`src/mem_settings.svh`:
```
`ifndef MEM_SETTINGS_SVH
`define MEM_SETTINGS_SVH

// Data path word width
`define MEM_DATA_W 32

// Power-of-two memory size in bytes so addresses wrap
`define MEM_SIZE 1024

`define MEM_ADDR_W $clog2(`MEM_SIZE)  // Byte address width

`define MEM_REG_W 5                   // Write-back register index width

`endif

```
`src/mem_pkg.sv`:
```
`default_nettype none

package mem_pkg;

    // Number of bytes moved by one load or store.
    // Bit 1 drops the upper half, bit 0 drops one more byte
    typedef enum logic [1:0] {
        SIZE_WORD = 2'b00,  // 4 bytes
        SIZE_TRI  = 2'b01,  // 3 bytes
        SIZE_HALF = 2'b10,  // 2 bytes
        SIZE_BYTE = 2'b11   // 1 byte
    } access_size_e;

endpackage

`default_nettype wire

```
`src/load_format.sv`:
```
`default_nettype none
`include "mem_settings.svh"

module load_format
    import mem_pkg::*;
(
    input  wire logic [`MEM_DATA_W-1:0] i_raw,
    input  wire access_size_e           i_size,
    input  wire logic                   i_unsigned,
    input  wire logic                   i_load,
    input  wire logic [`MEM_DATA_W-1:0] i_alu_result,
    output logic [`MEM_DATA_W-1:0]      o_data
);

    logic [`MEM_DATA_W-1:0] ext;
    logic                   fill;

    always_comb begin
        case (i_size)
            SIZE_WORD: begin
                fill = 1'b0;
                ext  = i_raw;                       // Passed through as is
            end
            SIZE_TRI: begin
                fill = !i_unsigned && i_raw[23];
                ext  = {{8{fill}}, i_raw[23:0]};
            end
            SIZE_HALF: begin
                fill = !i_unsigned && i_raw[15];
                ext  = {{16{fill}}, i_raw[15:0]};
            end
            default: begin
                fill = !i_unsigned && i_raw[7];
                ext  = {{24{fill}}, i_raw[7:0]};
            end
        endcase
    end

    // Non-load items carry the ALU result
    assign o_data = i_load ? ext : i_alu_result;

endmodule

`default_nettype wire

```
`config.mk`:
```
export PLATFORM = sky130hd
export DESIGN_NAME = load_format
export DESIGN_NICKNAME = d
export VERILOG_FILES = /design/src/mem_pkg.sv /design/src/load_format.sv
export VERILOG_INCLUDE_DIRS = /design/src /design/src/src
export SDC_FILE = /design/constraint.sdc
export NUM_CORES = 1
export LEC_CHECK = 0
export BUFFER_PORTS_ARGS = -buffer_cell sky130_fd_sc_hd__buf_2
export CAP_MARGIN = 0
export CORE_MARGIN = 2
export CORE_UTILIZATION = 31
export DETAILED_ROUTE_END_ITERATION = 10
export GPL_ROUTABILITY_DRIVEN = 0
export PLACE_DENSITY = 0.91
export SYNTH_ARGS = -nofsm -noshare
export SYNTH_HDL_FRONTEND = slang
export SYNTH_SLANG_ARGS = --single-unit
```
`constraint.sdc`:
```
create_clock -name vclk -period 1.1
set_input_delay 0 -clock vclk [all_inputs]
set_output_delay 0 -clock vclk [all_outputs]
set_load 0.03 [all_outputs]
```
==> run summary, run 1 <==
The worst setup path is of the in2out kind. The number of placed instances, taps included was 214. The finished cells cover 0.00111 mm2.

The post-synthesis instance total is 88. The highest net fanout along the worst path was 8. The final critical-path share of the clock period works out to 92.7%. Detailed placement finished with a half-perimeter wire length of 2070 um. The area share of the largest cell type after synthesis is 15.8%, and the final hold violation count is 0. The number of antenna violations at the first check in global routing was 0; the average size of a mapped cell was 6.48 um2. For the post-route non-filler standard cell count, the log shows 214.

Following the worst setup path forward leads to its endpoint at o_data[18]. After detailed routing, the average wire length per cell comes to 11.2 um. The core region is 0.00173 mm2.

After clock tree synthesis, the flow added hold-fix buffers numbering 0. Signal arrival time at the worst endpoint: 1.02 ns. By count the netlist is led by sky130_fd_sc_hd__nor2_1, sky130_fd_sc_hd__nand2_1. The worst setup path is captured at an output port. The most critical setup path has its startpoint at i_unsigned.

The maximum VDD drop came out at 275 uV. The number of slew-limit violations in the final report is 0, and the maximum number of pins on one net before global-route repair is 17. Based on the critical path, the design can be clocked at up to 981 MHz.

Setup total negative slack on the finished layout was measured at 0 ns. The wire length after detailed routing is 2400 um, and the layout overhead on the synthesized area is 94.5%. By instance count, the leading cell after synthesis is sky130_fd_sc_hd__nor2_1. The detailed router placed 1001 vias in this run.

The post-detailed-route via-to-cell ratio is 4.68. The worst min-delay path category is in2out. Yosys attributes the largest share of cell area to sky130_fd_sc_hd__mux2_2, sky130_fd_sc_hd__nor2_1, sky130_fd_sc_hd__and2b_1, sky130_fd_sc_hd__nand2_1, sky130_fd_sc_hd__a31oi_1. The tools report the number of global-route vias before repair as 844.

The logs give 0 for the number of setup violations in the final report and 0.00111 mm2 for the placed standard-cell area. The standby leakage power was 0.652 nW; the synthesized cell area was 571 um2. The transition at the pin with the smallest max-transition slack works out to 0.330 ns. The worst setup path is launched from an input pin. Effective utilization at floorplan: 33.0%. Setup repair after global routing left no endpoint under its margin. At the worst endpoint, the required time is 1.10 ns. The tools report the final net count as 259. During synthesis, Yosys emitted a total of 0 warnings. On the final layout, the worst hold slack is 0.359 ns. The worst pin sits at a relative slew slack of 78.0%. Summing the sequential cell areas from Yosys gives 0% of the chip area.

Power per cell area: 590 mW/mm2. Summed over all layers, the global routing overflow is 0. The tool flagged a number of max-cap violations equal to 0. The logs give 0.00220 mm2 for the overall die area and 100 for the I/O pin total. The wire length of the first global-routing pass was 3320 um; the violation count after the first detailed-routing iteration was 7. The flow ran to the end, and the final reports show no timing, DRC or antenna violations.

0 antenna diodes ended up in the layout. The layout has 0 clock buffers. When the netlist entered floorplanning its net count stood at 156.

For this run, design rule violations remaining after detail routing come to 0. The sequential cells in the finished layout cover a total of 0 um2. From bottom edge to top edge, the die measures 46.9 um.

The fraction of final layout cells with drive strength greater than 1 works out to 65.1%. In this run the core area contains 15 standard-cell rows. The logs give 19 for the count of cell types in the netlist and 3 for the detailed-router iteration count before antenna repair. After layout, the design draws a total of 0.000655 W. The number of sequential storage elements was 0; the quantity of I/O buffers inserted on ports was 100.

The width of the die is 46.9 um, and the minimum clock period after layout is 1.02 ns. Global routing consumed, over all layers together, 19.6% of the routing resources. Biggest area consumer among synthesized cells: sky130_fd_sc_hd__mux2_2. Once the clock tree was built, the setup fixing pass inserted 0 buffers. The residual antenna-violating net count after detailed routing came out at 0.
-- logic make-up after synthesis --
kind of cell / synth area share (%)
and+or+nand+nor: 37.5
muxes: 17.5
AOI/OAI and AO/OA: 34.9
buffers and inverters: 10.1
-- worst min path at each step --
stage                      from    endpoint  slack, ns  cells after the start
3_5_place_dp          i_raw[13]  o_data[13]       0.36                      4
2_1_floorplan  i_alu_result[24]  o_data[24]       0.20                      2
3_3_place_gp          i_raw[13]  o_data[13]       0.36                      4
4_1_cts               i_raw[13]  o_data[13]       0.36                      4
6_report              i_raw[13]  o_data[13]       0.36                      4
5_1_grt               i_raw[13]  o_data[13]       0.38                      4
-- cell usage in the layout (no fill, tap or decap) --
cell type                  count
sky130_fd_sc_hd__buf_2        99
sky130_fd_sc_hd__o21ai_2       1
sky130_fd_sc_hd__o22a_1        5
sky130_fd_sc_hd__nand2b_2      1
sky130_fd_sc_hd__nand2_4       1
sky130_fd_sc_hd__nor2_1       18
sky130_fd_sc_hd__nand2_1      16
sky130_fd_sc_hd__a32oi_1       1
sky130_fd_sc_hd__nor2b_1       1
sky130_fd_sc_hd__clkbuf_4      1
sky130_fd_sc_hd__and2b_1       8
sky130_fd_sc_hd__buf_4         7
sky130_fd_sc_hd__mux2_2        8
sky130_fd_sc_hd__inv_1         1
sky130_fd_sc_hd__o22a_2        3
sky130_fd_sc_hd__mux2i_1       1
sky130_fd_sc_hd__a31oi_2       1
sky130_fd_sc_hd__a31oi_1       7
sky130_fd_sc_hd__o31a_4        1
sky130_fd_sc_hd__a21oi_1       8
-- critical path: stages --
cell                       delay, ns
sky130_fd_sc_hd__buf_2          0.13
sky130_fd_sc_hd__nand2b_2       0.18
sky130_fd_sc_hd__o21ai_2        0.31
sky130_fd_sc_hd__o22a_2         0.22
sky130_fd_sc_hd__buf_2          0.19
-- metrics by stage --
| step | setup WS (ns) | util, % |
|---|---|---|
| after floorplan | -0.0134 | - |
| after global placement | 0.0930 | 64.1 |
| after detailed placement | 0.0807 | 64.1 |
| after CTS | 0.0823 | 64.1 |
| after global routing | 0.0107 | 64.3 |
| final | 0.0802 | 64.3 |
-- per-layer routing --
metal  GRT usage [%]  part of all wire, %
met1            23.2                   38
met2            39.5                   51
met3            1.92                   11
met4           0.556                    0
met5               0                    0
-- repair_timing --
item                                    CTS  global route
hold endpoints to repair                  0             0
endpoints found under the setup margin    0             2
gates resized for setup                   0             1
-- final cells by class --
class,count,area (um2)
multi-input combinational,81,519
inverter,1,3.75
fill,163,617
timing repair buffer,107,556
tap,25,31.3
-- power by group --
part	internal (W)	leakage [nW]	total [W]	switching, W
Sequential	0	0	0	0
Clock	0	0	0	0
Combinational	0.000265	0.652	0.000655	0.000390
No activity file was read; power rests on OpenSTA's default activity.
==> inputs of run 2 (changes only) <==
- REMOVE_ABC_BUFFERS: default -> 1
==> run 2 against run 1 <==
First-iteration DRC count fell by 43%; setup slack got worse by 0.0058 ns; clock-buffer cell count did not move; via count rose by 0.30%; design area fell by 0.79%; critical path depth did not move; global-route usage fell by 0.87 points; fmax fell by 0.57%; flip-flop and latch count did not move; non-clock buffer count did not move; utilization fell by 0.51 points; die area did not move; critical path type unchanged; critical endpoint is now o_data[19]; largest power group unchanged.
==> run summary, run 2 (synthesized netlist as in run 1, its figures left out) <==
Across the VDD grid, the largest voltage drop is 385 uV. Critical path class: in2out. Cells with a size suffix above 1 make up 64.6% of the layout. Detailed placement ended at an HPWL of 1990 um.

The number of antenna violations at the first check in global routing is 0. The effective utilization at floorplan is 33.0%, and the detailed-route via count is 1004. Quantity of I/O buffers inserted on ports: 100. The kind of cell adding the most delay to the critical path was compound AO/OA/AOI/OAI gates. For this run, the top clock speed supported by timing is 975 MHz.

For the violation count after the first detailed-routing iteration, the log shows 4. After detailed routing, the average wire length per cell comes to 10.6 um. The post-detailed-route via-to-cell ratio works out to 4.69. The site row count is 15. The first global-routing pass estimated 3080 um of wire.

The transition at the pin with the smallest max-transition slack came out at 0.334 ns. After the last flow step, the layout net total stands at 259. The post-route DRC violation count was 0; the signal arrival time at the worst endpoint was 1.03 ns. Walking the worst path, the cells encountered are buf_2, nand2b_2, o21ai_2, o22a_2, buf_2.

The delay of the slowest cell on the worst path is 0.31 ns. Remaining global-route overflow: 0. From left edge to right edge, the die measures 46.9 um. Before antenna repair, the detailed router went through 3 iterations. Clock buffers in the final layout number 0. The type of destination of the critical path is an output port.

I/O pin total: 100. Setup repair after global routing left no endpoint under its margin. The tools report the final hold violation count as 0. In the layout the commonest cells are sky130_fd_sc_hd__buf_2, sky130_fd_sc_hd__nor2_1, sky130_fd_sc_hd__nand2_1.

Minimum clock period after layout: 1.03 ns. The overall routing resource usage was 18.8%. The tools report the number of sequential storage elements as 0.

The logs give 214 for the number of placed instances, taps included and 0 ns for the total negative slack. Dividing the final minimum period by the clock period gives 93.2%. Registers take 0 um2.

The chip height was 46.9 um. Entering global routing, the biggest net connects 17 pins. The worst hold path belongs to the class in2out. Post-CTS timing repair inserted 0 buffers for setup.

For the total inserted antenna cells, the log shows 0. For the worst setup path, the data required time is 1.10 ns. The tools report the number of setup violations in the final report as 0. The worst setup path is launched from an input pin. The run finished with clean final reports. After clock tree synthesis, the flow added hold-fix buffers numbering 0.

The number of buffers and inverters on the critical path works out to 2. Compared with the post-synthesis result, the final layout area differs by 93.0%. Power spread over the standard cell area amounts to 592 mW/mm2.

By instance count, the cell type seen most on the critical path is sky130_fd_sc_hd__buf_2. The number of gates given a new drive strength after cts is 0. The tools report the post-route non-filler standard cell count as 214. The leading cell type in the layout, fill and taps excluded is sky130_fd_sc_hd__buf_2. Summed over all layers, the routed wires come to 2280 um. The highest net fanout along the worst path is 8, and the standby leakage power is 0.651 nW. Max-cap violations in this run came to 0.

The worst pin sits at a relative slew slack of 77.7%. The slowest cell on the critical path is sky130_fd_sc_hd__o21ai_2. For the core box area, the log shows 0.00173 mm2. The residual antenna-violating net count after detailed routing is 0.

The number of global-route vias before repair is 776. The number of slew-limit violations in the final report was 0; the overall die area was 0.00220 mm2.
## run 2: layer usage
metal  GRT usage, %  vias to the layer above  wire [um]  share of wire, %
li1               -                      520          -                 -
met1           18.9                      427        790                35
met2           41.1                       55       1250                55
met3           1.92                        2        223               9.8
met4           1.67                        0         18              0.79
met5              0                        -          0                 0
## run 2: final cells by class
| class | instances | area (um2) |
|---|---|---|
| well taps | 25 | 31.3 |
| repair buffers | 107 | 553 |
| fillers | 184 | 626 |
| multi-input cells | 81 | 513 |
| inverters | 1 | 3.75 |
## run 2: report_power, final
part           internal (W)  switching (W)
Combinational      0.000263       0.000388
Sequential                0              0
Clock                     0              0
## run 2: final timing paths
path	start	end	slack, ns	cells after the start
setup / recovery	i_unsigned	o_data[19]	0.07	5
hold / removal	i_raw[8]	o_data[8]	0.36	4
## run 2: metrics by stage
step	instance area, um2	hold slack (ns)	power (W)	worst slack, ns	util [%]
global route	1100	0.376	0.000701	0.0224	63.8
CTS	1100	0.360	0.000657	0.0740	63.8
detailed placement	1100	0.357	0.000655	0.0721	63.8
global placement	1100	0.357	0.000639	0.125	63.8
finish	1100	0.358	0.000652	0.0744	63.8
floorplan	517	0.200	0.000380	0.0764	-
