## src/mem_settings.svh

```systemverilog
`ifndef MEM_SETTINGS_SVH
`define MEM_SETTINGS_SVH

// Data path word width
`define MEM_DATA_W 32

// Power-of-two memory size in bytes so addresses wrap
`define MEM_SIZE 1024

`define MEM_ADDR_W $clog2(`MEM_SIZE)  // Byte address width

`define MEM_REG_W 5                   // Write-back register index width

`endif

```

## src/mem_pkg.sv

```systemverilog
`default_nettype none

package mem_pkg;

    // Number of bytes moved by one load or store.
    // Bit 1 drops the upper half, bit 0 drops one more byte
    typedef enum logic [1:0] {
        SIZE_WORD = 2'b00,  // 4 bytes
        SIZE_TRI  = 2'b01,  // 3 bytes
        SIZE_HALF = 2'b10,  // 2 bytes
        SIZE_BYTE = 2'b11   // 1 byte
    } access_size_e;

endpackage

`default_nettype wire

```

## src/mem_stage_ctrl.sv

```systemverilog
`default_nettype none
`include "mem_settings.svh"

module mem_stage_ctrl
    import mem_pkg::*;
(
    input  wire logic                   clk,
    input  wire logic                   rst,

    // Handshake
    input  wire logic                   i_valid,
    output logic                        o_ready,
    output logic                        o_valid,
    input  wire logic                   i_ready,

    // Request from execute
    input  wire logic                   i_mem_read,
    input  wire logic                   i_mem_write,
    input  wire access_size_e           i_size,
    input  wire logic                   i_unsigned,
    input  wire logic [`MEM_DATA_W-1:0] i_alu_result,
    input  wire logic                   i_branch,
    input  wire logic                   i_zero,
    input  wire logic                   i_reg_write,
    input  wire logic [`MEM_REG_W-1:0]  i_wb_reg,

    // Memory strobes
    output logic                        o_ram_rd_en,
    output logic                        o_ram_wr_en,

    // Held fields for the load formatter
    output access_size_e                o_hold_size,
    output logic                        o_hold_unsigned,
    output logic                        o_hold_load,

    // Stage outputs
    output logic [`MEM_DATA_W-1:0]      o_alu_result,
    output logic                        o_pc_source,
    output logic                        o_reg_write,
    output logic [`MEM_REG_W-1:0]       o_wb_reg
);

    logic accept;

    // Room when empty or when the held item leaves on this edge
    assign o_ready = !o_valid || i_ready;
    assign accept  = i_valid && o_ready;

    // The memory only moves on an accepted request
    assign o_ram_rd_en = accept && i_mem_read;
    assign o_ram_wr_en = accept && i_mem_write;

    always_ff @(posedge clk or posedge rst) begin
        if (rst) begin
            o_valid     <= 1'b0;
            o_pc_source <= 1'b0;
            o_reg_write <= 1'b0;
            o_hold_load <= 1'b0;
        end else if (accept) begin
            o_valid     <= 1'b1;
            o_pc_source <= i_branch & i_zero;  // Branch taken
            o_reg_write <= i_reg_write;
            o_hold_load <= i_mem_read;
        end else if (i_ready) begin
            o_valid     <= 1'b0;               // Item left, nothing new
        end
    end

    // Payload fields of the accepted request
    always_ff @(posedge clk) begin
        if (accept) begin
            o_alu_result    <= i_alu_result;
            o_wb_reg        <= i_wb_reg;
            o_hold_size     <= i_size;
            o_hold_unsigned <= i_unsigned;
        end
    end

endmodule

`default_nettype wire

```

## config.mk

```make
export PLATFORM = sky130hd
export DESIGN_NAME = mem_stage_ctrl
export DESIGN_NICKNAME = d
export VERILOG_FILES = /design/src/mem_pkg.sv /design/src/mem_stage_ctrl.sv
export VERILOG_INCLUDE_DIRS = /design/src /design/src/src
export SDC_FILE = /design/constraint.sdc
export NUM_CORES = 1
export LEC_CHECK = 0
export BUFFER_PORTS_ARGS = -buffer_cell sky130_fd_sc_hd__buf_2
export CAP_MARGIN = 25
export CELL_PAD_IN_SITES_DETAIL_PLACEMENT = 1
export CELL_PAD_IN_SITES_GLOBAL_PLACEMENT = 1
export CORE_MARGIN = 2
export CORE_UTILIZATION = 28
export CTS_CLUSTER_DIAMETER = 50
export DETAILED_ROUTE_END_ITERATION = 12
export PLACE_DENSITY = 0.74
export SYNTH_ARGS = -nofsm -noshare
export SYNTH_HDL_FRONTEND = slang
export SYNTH_SLANG_ARGS = --single-unit
```

## constraint.sdc

```tcl
create_clock -name clk -period 1.7 [get_ports clk]
set_input_delay 0.255 -clock clk [delete_from_list [all_inputs] [get_ports clk]]
set_output_delay 0.255 -clock clk [all_outputs]
set_load 0.02 [all_outputs]
```

==> results of run 1 <==
power groups by stage:
stage               combinational (W)  clock, W  sequential [W]
global placement             0.000259         0         0.00130
global route                 0.000285  0.000837         0.00128
CTS                          0.000270  0.000796         0.00128
finish                       0.000264  0.000760         0.00128
detailed placement           0.000269         0         0.00130
floorplan                   0.0000493         0         0.00138
final timing paths:
kind	cells after the start	to	from
worst max-delay path	3	o_ram_rd_en	o_valid
worst min-delay path	1	o_wb_reg[1]	i_wb_reg[1]
worst max register to register	4	o_wb_reg[0]	o_valid
worst min register to register	1	o_hold_load	o_hold_load
max in group asynchronous	3	o_pc_source	rst
min in group asynchronous	3	o_hold_load	rst
per-layer routing:
layer	up-vias	wire [µm]	track usage
met3	5	306	0.0509
met2	53	1780	0.220
met4	0	55	0.0655
met5	-	0	0
met1	432	1030	0.102
li1	421	-	-
cell usage in the layout (no fill, tap or decap):
master,instances
nand2b_4,1
and3_2,1
buf_4,2
buf_2,95
clkbuf_8,5
a21o_1,1
clkinvlp_4,1
and3_4,1
nand4_1,1
inv_1,1
nand2_4,1
mux2_4,1
edfxtp_1,40
dfrtp_1,4
clkinv_2,1
clkbuf_1,1
or2b_1,1
a21bo_2,1
bufinv_16,1
dlygate4sd3_1,1
Yosys cell counts:
| cell | instances |
|---|---|
| a21bo_2 | 1 |
| a21o_1 | 1 |
| and3_2 | 1 |
| and3_4 | 1 |
| dfrtp_1 | 4 |
| edfxtp_1 | 40 |
| inv_1 | 2 |
| mux2_4 | 1 |
| nand2_4 | 1 |
| nand2b_4 | 1 |
| nand4_1 | 1 |
| or2b_1 | 1 |
per-stage QoR:
stage	std cells	instance area, µm²	setup slack, ns	power, W
3_3_place_gp	219	1980	0.459	0.00156
6_report	228	2090	0.283	0.00230
4_1_cts	228	2090	0.253	0.00234
5_1_grt	228	2090	0.225	0.00240
3_5_place_dp	219	1980	0.387	0.00157
2_1_floorplan	55	1400	0.0294	0.00143
cell type report:
| class | instances | area [µm²] |
|---|---|---|
| inverter | 2 | 11.3 |
| tap | 67 | 83.8 |
| clock buffer | 6 | 72.6 |
| clock inverter | 2 | 35.0 |
| multi-input combinational | 9 | 90.1 |
| fill | 522 | 2690 |
| sequential | 44 | 1300 |
| timing repair buffer | 98 | 500 |
cell families (layout without fill, tap and decap cells):
logic type / after synthesis / in the layout / synth area share
AO/OA/AOI/OAI: 2 / 2 / 0.0125
flip-flops: 44 / 44 / 0.930
multiplexers: 1 / 1 / 0.0107
AND/OR/NAND/NOR: 6 / 6 / 0.0411
buffers and inverters: 2 / 108 / 0.00537
timing repair:
action | 4_1_cts | 5_1_grt
setup endpoints to repair | 0 | 0
hold buffers | 1 | 0
hold endpoints to repair | 4 | 0
critical path, cell delays in order (launching register included):
cell	delay (ns)
dfrtp_1	0.41
nand2b_4	0.12
and3_4	0.19
buf_2	0.16
==> results.md, run 1 <==
* CTS tree: built
* Fin crit share at 0.834
* Die W at 74.7 µm
* DRC at 0
* Flops & latches, synth at 44
* FF-to-FF setup slack at 0.40 ns
* Worst path required time at 1.44 ns
* Yosys warns at 0
* Crit start category: flop
* H-Tree Depth at 2
* Post-Route WL at 3.17 mm
* Minimum hold slack at between 0.1 and 0.15 ns
* RePlAce Congestion at 0.682
* Fmax at slightly above 700 MHz
* Critical path start-end classification: reg -> out
* Seq/Total Area, Yosys at 0.930
* Antenna Nets Post-Route at 0
* Mapped cell area at 1400 µm²
* Synth Net Count at about 100
* Hold Violations, Final at 0
* Int Pwr at around 0.0018 W
* Distinct cells, synth at 12
* Max reg flops at 32
* Clock Latency Late Sink at 0.29 ns
* Net Sw Frac at 0.220
* Final setup vio count at 0
* P per Cell Area at 1100 nW/µm²
* Post-CTS resize count at 0
* Slew margin rel. at 0.805
* Total setup buffers inserted after CTS at 0
* Rows at 25
* Die area at 5580 µm²
* Slew @ Worst Pin at 0.292 ns
* Layout Skew at between 0.005 and 0.006 ns
* Via count at between 900 and 1000
* Via/cell ratio at 4.00
* P&R area growth vs syn at 49.7%
* Largest net degree at the start of global routing at 24
* CTS clk-pin slew, worst paths at around 0.080 ns
* Core area at roughly 4800 µm²
* Crit-path max FO at 6
* Fin crit period at 1.42 ns
* Crit end category: output port
* Root Driver: clkbuf_8
* 1st-iter DRT viols at 57
* Share of layout cells above drive strength 1 at 0.689
* Logic pwr share at 0.115
* # Max-Cap Violations at 0
* Synth top area share at 0.859
* Final Core Density at 0.438
* TNS Setup at 0 ns
* Initial antenna violation count at 0
* Status: finished clean
* Vias in the first global route at 1003
* # port buffers at 95
* Initial core utilization at 0.292
* Syn_area_per_cell at 25.4 µm²
* ANT cells at 0
* Seq pwr share at 0.554
* Peak supply drop at 0.442 mV
* Clock power frac at 0.331
* Maximum root-to-sink buffer count at 2
* RSZ-0062 raised after global routing: false
* DR WL/cell at between 10 and 15 µm
* WP data arrival at around 1.2 ns
* Net Switching at around 0.00050 W
* First-pass GRT wire length at around 4.6 mm
* Largest cells by area after synthesis: edfxtp_1 (86%), dfrtp_1 (7.2%), mux2_4 (1.1%)
* Io pins at 96
* Post-synthesis cell type with the largest combined area: edfxtp_1
* Static Leak at slightly above 0.9 nW
* DRT Pass-1 Iters at 3
* TritonCTS Buffers at 5
* Clk sink count at 44
* Max Slew Vio Count at 0
* Worst Hold Class: in -> reg
* Post-synthesis cell count at 55
* Final layout net count at 209
* GRT overflow at 0
* Overall global routing resource usage at 0.117
* Die height at approximately 75 µm
No activity file was read; power rests on OpenSTA's default activity.
==> run 2: changes to the inputs <==
--- a/config.mk
+++ b/config.mk
@@ -11,10 +11,10 @@
 export CELL_PAD_IN_SITES_DETAIL_PLACEMENT = 1
 export CELL_PAD_IN_SITES_GLOBAL_PLACEMENT = 1
 export CORE_MARGIN = 2
-export CORE_UTILIZATION = 28
+export CORE_UTILIZATION = 31
 export CTS_CLUSTER_DIAMETER = 50
 export DETAILED_ROUTE_END_ITERATION = 12
-export PLACE_DENSITY = 0.74
+export PLACE_DENSITY = 0.78
 export SYNTH_ARGS = -nofsm -noshare
 export SYNTH_HDL_FRONTEND = slang
 export SYNTH_SLANG_ARGS = --single-unit
==> constraint.sdc (replaced) <==
create_clock -name clk -period 1.45 [get_ports clk]
set_input_delay 0.2175 -clock clk [delete_from_list [all_inputs] [get_ports clk]]
set_output_delay 0.2175 -clock clk [all_outputs]
set_load 0.02 [all_outputs]
==> run 2 against run 1 <==
Global-route usage rose by 1.6 points. Non-clock buffer count down 1. Sequential share of layout area is 0.17 points higher. Hold slack lost 0.040 ns. Critical path depth unchanged. Critical path type unchanged. Largest cell class unchanged. Highest routed layer unchanged.
==> results.md, run 2 (synthesized netlist as in run 1, its figures left out) <==
* Fin crit period at 1.39 ns
* Layout Skew at 0.00663 ns (was 0.00507 ns)
* CTS clk-pin slew, worst paths at 0.08 ns (about the same)
* Crit-path max cell delay at 0.43 ns (was 0.41 ns)
* Via/cell ratio at 4.28 (was 4.00)
* Worst slack at placement at 0.224 ns (was 0.387 ns)
* R2R depth at 4 (unchanged)
* Critical path's slowest cell: dfrtp_2 (was dfrtp_1)
* Crit start category: flop (unchanged)
* Crit end category: output port (unchanged)
* Peak supply drop at 0.582 mV (was 0.442 mV)
* Hold Violations, Final at 0 (unchanged)
* Max Slew Vio Count at 0 (unchanged)
* Die height at 71.2 µm (was 74.7 µm)
* RSZ-0062 raised after global routing: false (unchanged)
* Share of layout cells above drive strength 1 at 0.694 (was 0.689)
* 1st-iter DRT viols at 51 (was 57)
* RePlAce Congestion at 0.748 (was 0.682)
* Vias in the first global route at 985 (was 1003)
* Worst Hold Class: in -> reg (unchanged)
* Slew margin rel. at 0.851 (was 0.805)
* Via count at 907 (was 911)
* Final layout net count at 208 (was 209)
* Clock Latency Late Sink at 0.29 ns (about the same)
* P&R area growth vs syn at 49.5% (was 49.7%)
* Fmax at slightly above 700 MHz
* # Max-Cap Violations at 0 (unchanged)
* Post-Route WL at 3.18 mm (was 3.17 mm)
* Worst hold stages at 1 (unchanged)
* DR WL/cell at 15.0 µm (was 13.9 µm)
* Total setup buffers inserted after CTS at 0 (unchanged)
* Int Pwr at 0.00215 W (was 0.00179 W)
* Rows at 24 (was 25)
* Clock power frac at 0.343 (was 0.331)
* GRT overflow at 0 (unchanged)
* DP Cell Count at 203 (was 219)
* Slew @ Worst Pin at 0.224 ns (was 0.292 ns)
* Most frequent cells in the layout: buf_2 (95), edfxtp_1 (40), clkbuf_8 (6), dfrtp_1 (3) (was buf_2 (95), edfxtp_1 (40), clkbuf_8 (5), dfrtp_1 (4), buf_4 (2))
* ANT cells at 0 (unchanged)
* Final setup vio count at 0 (unchanged)
* Final worst setup slack at 0.0578 ns (was 0.283 ns)
* FF-to-FF setup slack at 0.20 ns (was 0.40 ns)
* Maximum root-to-sink buffer count at 2 (unchanged)
* Antenna Nets Post-Route at 0 (unchanged)
* P per Cell Area at 1320 nW/µm² (was 1100 nW/µm²)
* DP HPWL at 2.49 mm
* # port buffers at 95 (unchanged)
* Root Driver: clkbuf_8 (unchanged)
* Final Core Density at 0.480 (was 0.438)
* Most common cell after layout, fill and taps aside: buf_2 (unchanged)
* Initial core utilization at 0.321 (was 0.292)
* Core area at 4350 µm² (was 4790 µm²)
* First-pass GRT wire length at 4.97 mm (was 4.60 mm)
* FF-to-FF Start: o_valid (unchanged)
* CTS tree: built (unchanged)
* R2r endpoint: o_alu_result[3] (was o_wb_reg[0])
* Largest net degree at the start of global routing at 41 (was 24)
* H-Tree Depth at 2 (unchanged)
* Die W at 71.2 µm (was 74.7 µm)
* DRC at 0 (unchanged)
* Crit path buf inv count at 1 (unchanged)
* Static Leak at 0.934 nW (was 0.932 nW)
* Net Sw Frac at 0.219 (was 0.220)
* Clk sink count at 44 (unchanged)
* DRT Pass-1 Iters at 4 (was 3)
* Seq pwr share at 0.543 (was 0.554)
* Top delay family on crit path: flip-flops (unchanged)
* Worst-path cell chain: nand2b_4 -> and3_4 -> buf_2 (unchanged)
* Hold Path Sink: o_alu_result[12] (was o_wb_reg[1])
* Post-CTS resize count at 0 (unchanged)
* Worst path required time at 1.23 ns (was 1.44 ns)
* Layout Cells excl Fill at 212 (was 228)
* FILL cells at 440 (was 522)
* Worst hold start: i_alu_result[12] (was i_wb_reg[1])
* TritonCTS Buffers at 5 (unchanged)
* Die area at 5070 µm² (was 5580 µm²)
* Fin crit share at 0.960
* Critical path start-end classification: reg -> out (unchanged)
* WP data arrival at 1.17 ns (was 1.16 ns)
* Logic pwr share at 0.114 (was 0.115)
* Status: finished clean (unchanged)
* Overall global routing resource usage at 0.133 (was 0.117)
* Io pins at 96 (unchanged)
* Max reg flops at 32 (unchanged)
* Initial antenna violation count at 0 (unchanged)
* Net Switching at 0.000604 W (was 0.000505 W)
* Crit-path max FO at 6 (unchanged)
[run 2: how the worst max path moves through the flow]
stage                 start          endpoint  depth (start not counted)
floorplan           o_valid   o_alu_result[0]                          3
global placement    o_valid  o_alu_result[29]                          4
detailed placement  o_valid  o_alu_result[17]                          4
CTS                 o_valid       o_ram_rd_en                          3
global route        o_valid       o_ram_wr_en                          3
finish              o_valid       o_ram_rd_en                          3
[run 2: final cells by class]
| cell class | count | area, µm² | area share |
|---|---|---|---|
| inverter | 2 | 11.3 | 0.00539 |
| clock inverter | 2 | 33.8 | 0.0162 |
| sequential | 44 | 1300 | 0.623 |
| multi-input combinational | 9 | 90.1 | 0.0431 |
| tap | 52 | 65.1 | 0.0311 |
| timing repair buffer | 97 | 505 | 0.242 |
| clock buffer | 6 | 82.6 | 0.0395 |
[run 2: metrics by stage]
stage          setup TNS [ns]  power (W)  hold slack (ns)  cell area (µm²)
5_1_grt                     0    0.00287           0.0776             2090
3_5_place_dp                0    0.00184            0.108             1960
3_3_place_gp                0    0.00183            0.104             1960
2_1_floorplan           -5.43    0.00168          -0.0165             1400
4_1_cts                     0    0.00279           0.0846             2090
6_report                    0    0.00276           0.0959             2090
[run 2: metal layers]
layer  share of wire  global-route usage  up-vias  wire length (µm)
met2            0.55               0.237       52              1760
met5               0                   0        -                 0
li1                -                   -      418                 -
met4           0.016              0.0503        0                52
met3           0.083              0.0556        5               265
met1            0.35               0.139      432              1100
[run 2: power by group through the flow]
| stage | Clock [W] | Combinational, W | Sequential (W) |
|---|---|---|---|
| after floorplan | 0 | 0.0000578 | 0.00162 |
| after global placement | 0 | 0.000307 | 0.00152 |
| after detailed placement | 0 | 0.000319 | 0.00153 |
| after CTS | 0.000971 | 0.000321 | 0.00150 |
| after global routing | 0.00102 | 0.000337 | 0.00150 |
| final | 0.000944 | 0.000314 | 0.00150 |
[run 2: what timing repair did]
action | in CTS | in global routing
setup endpoints to repair | 0 | 0
hold buffers | 1 | 0
hold endpoints to repair | 4 | 0
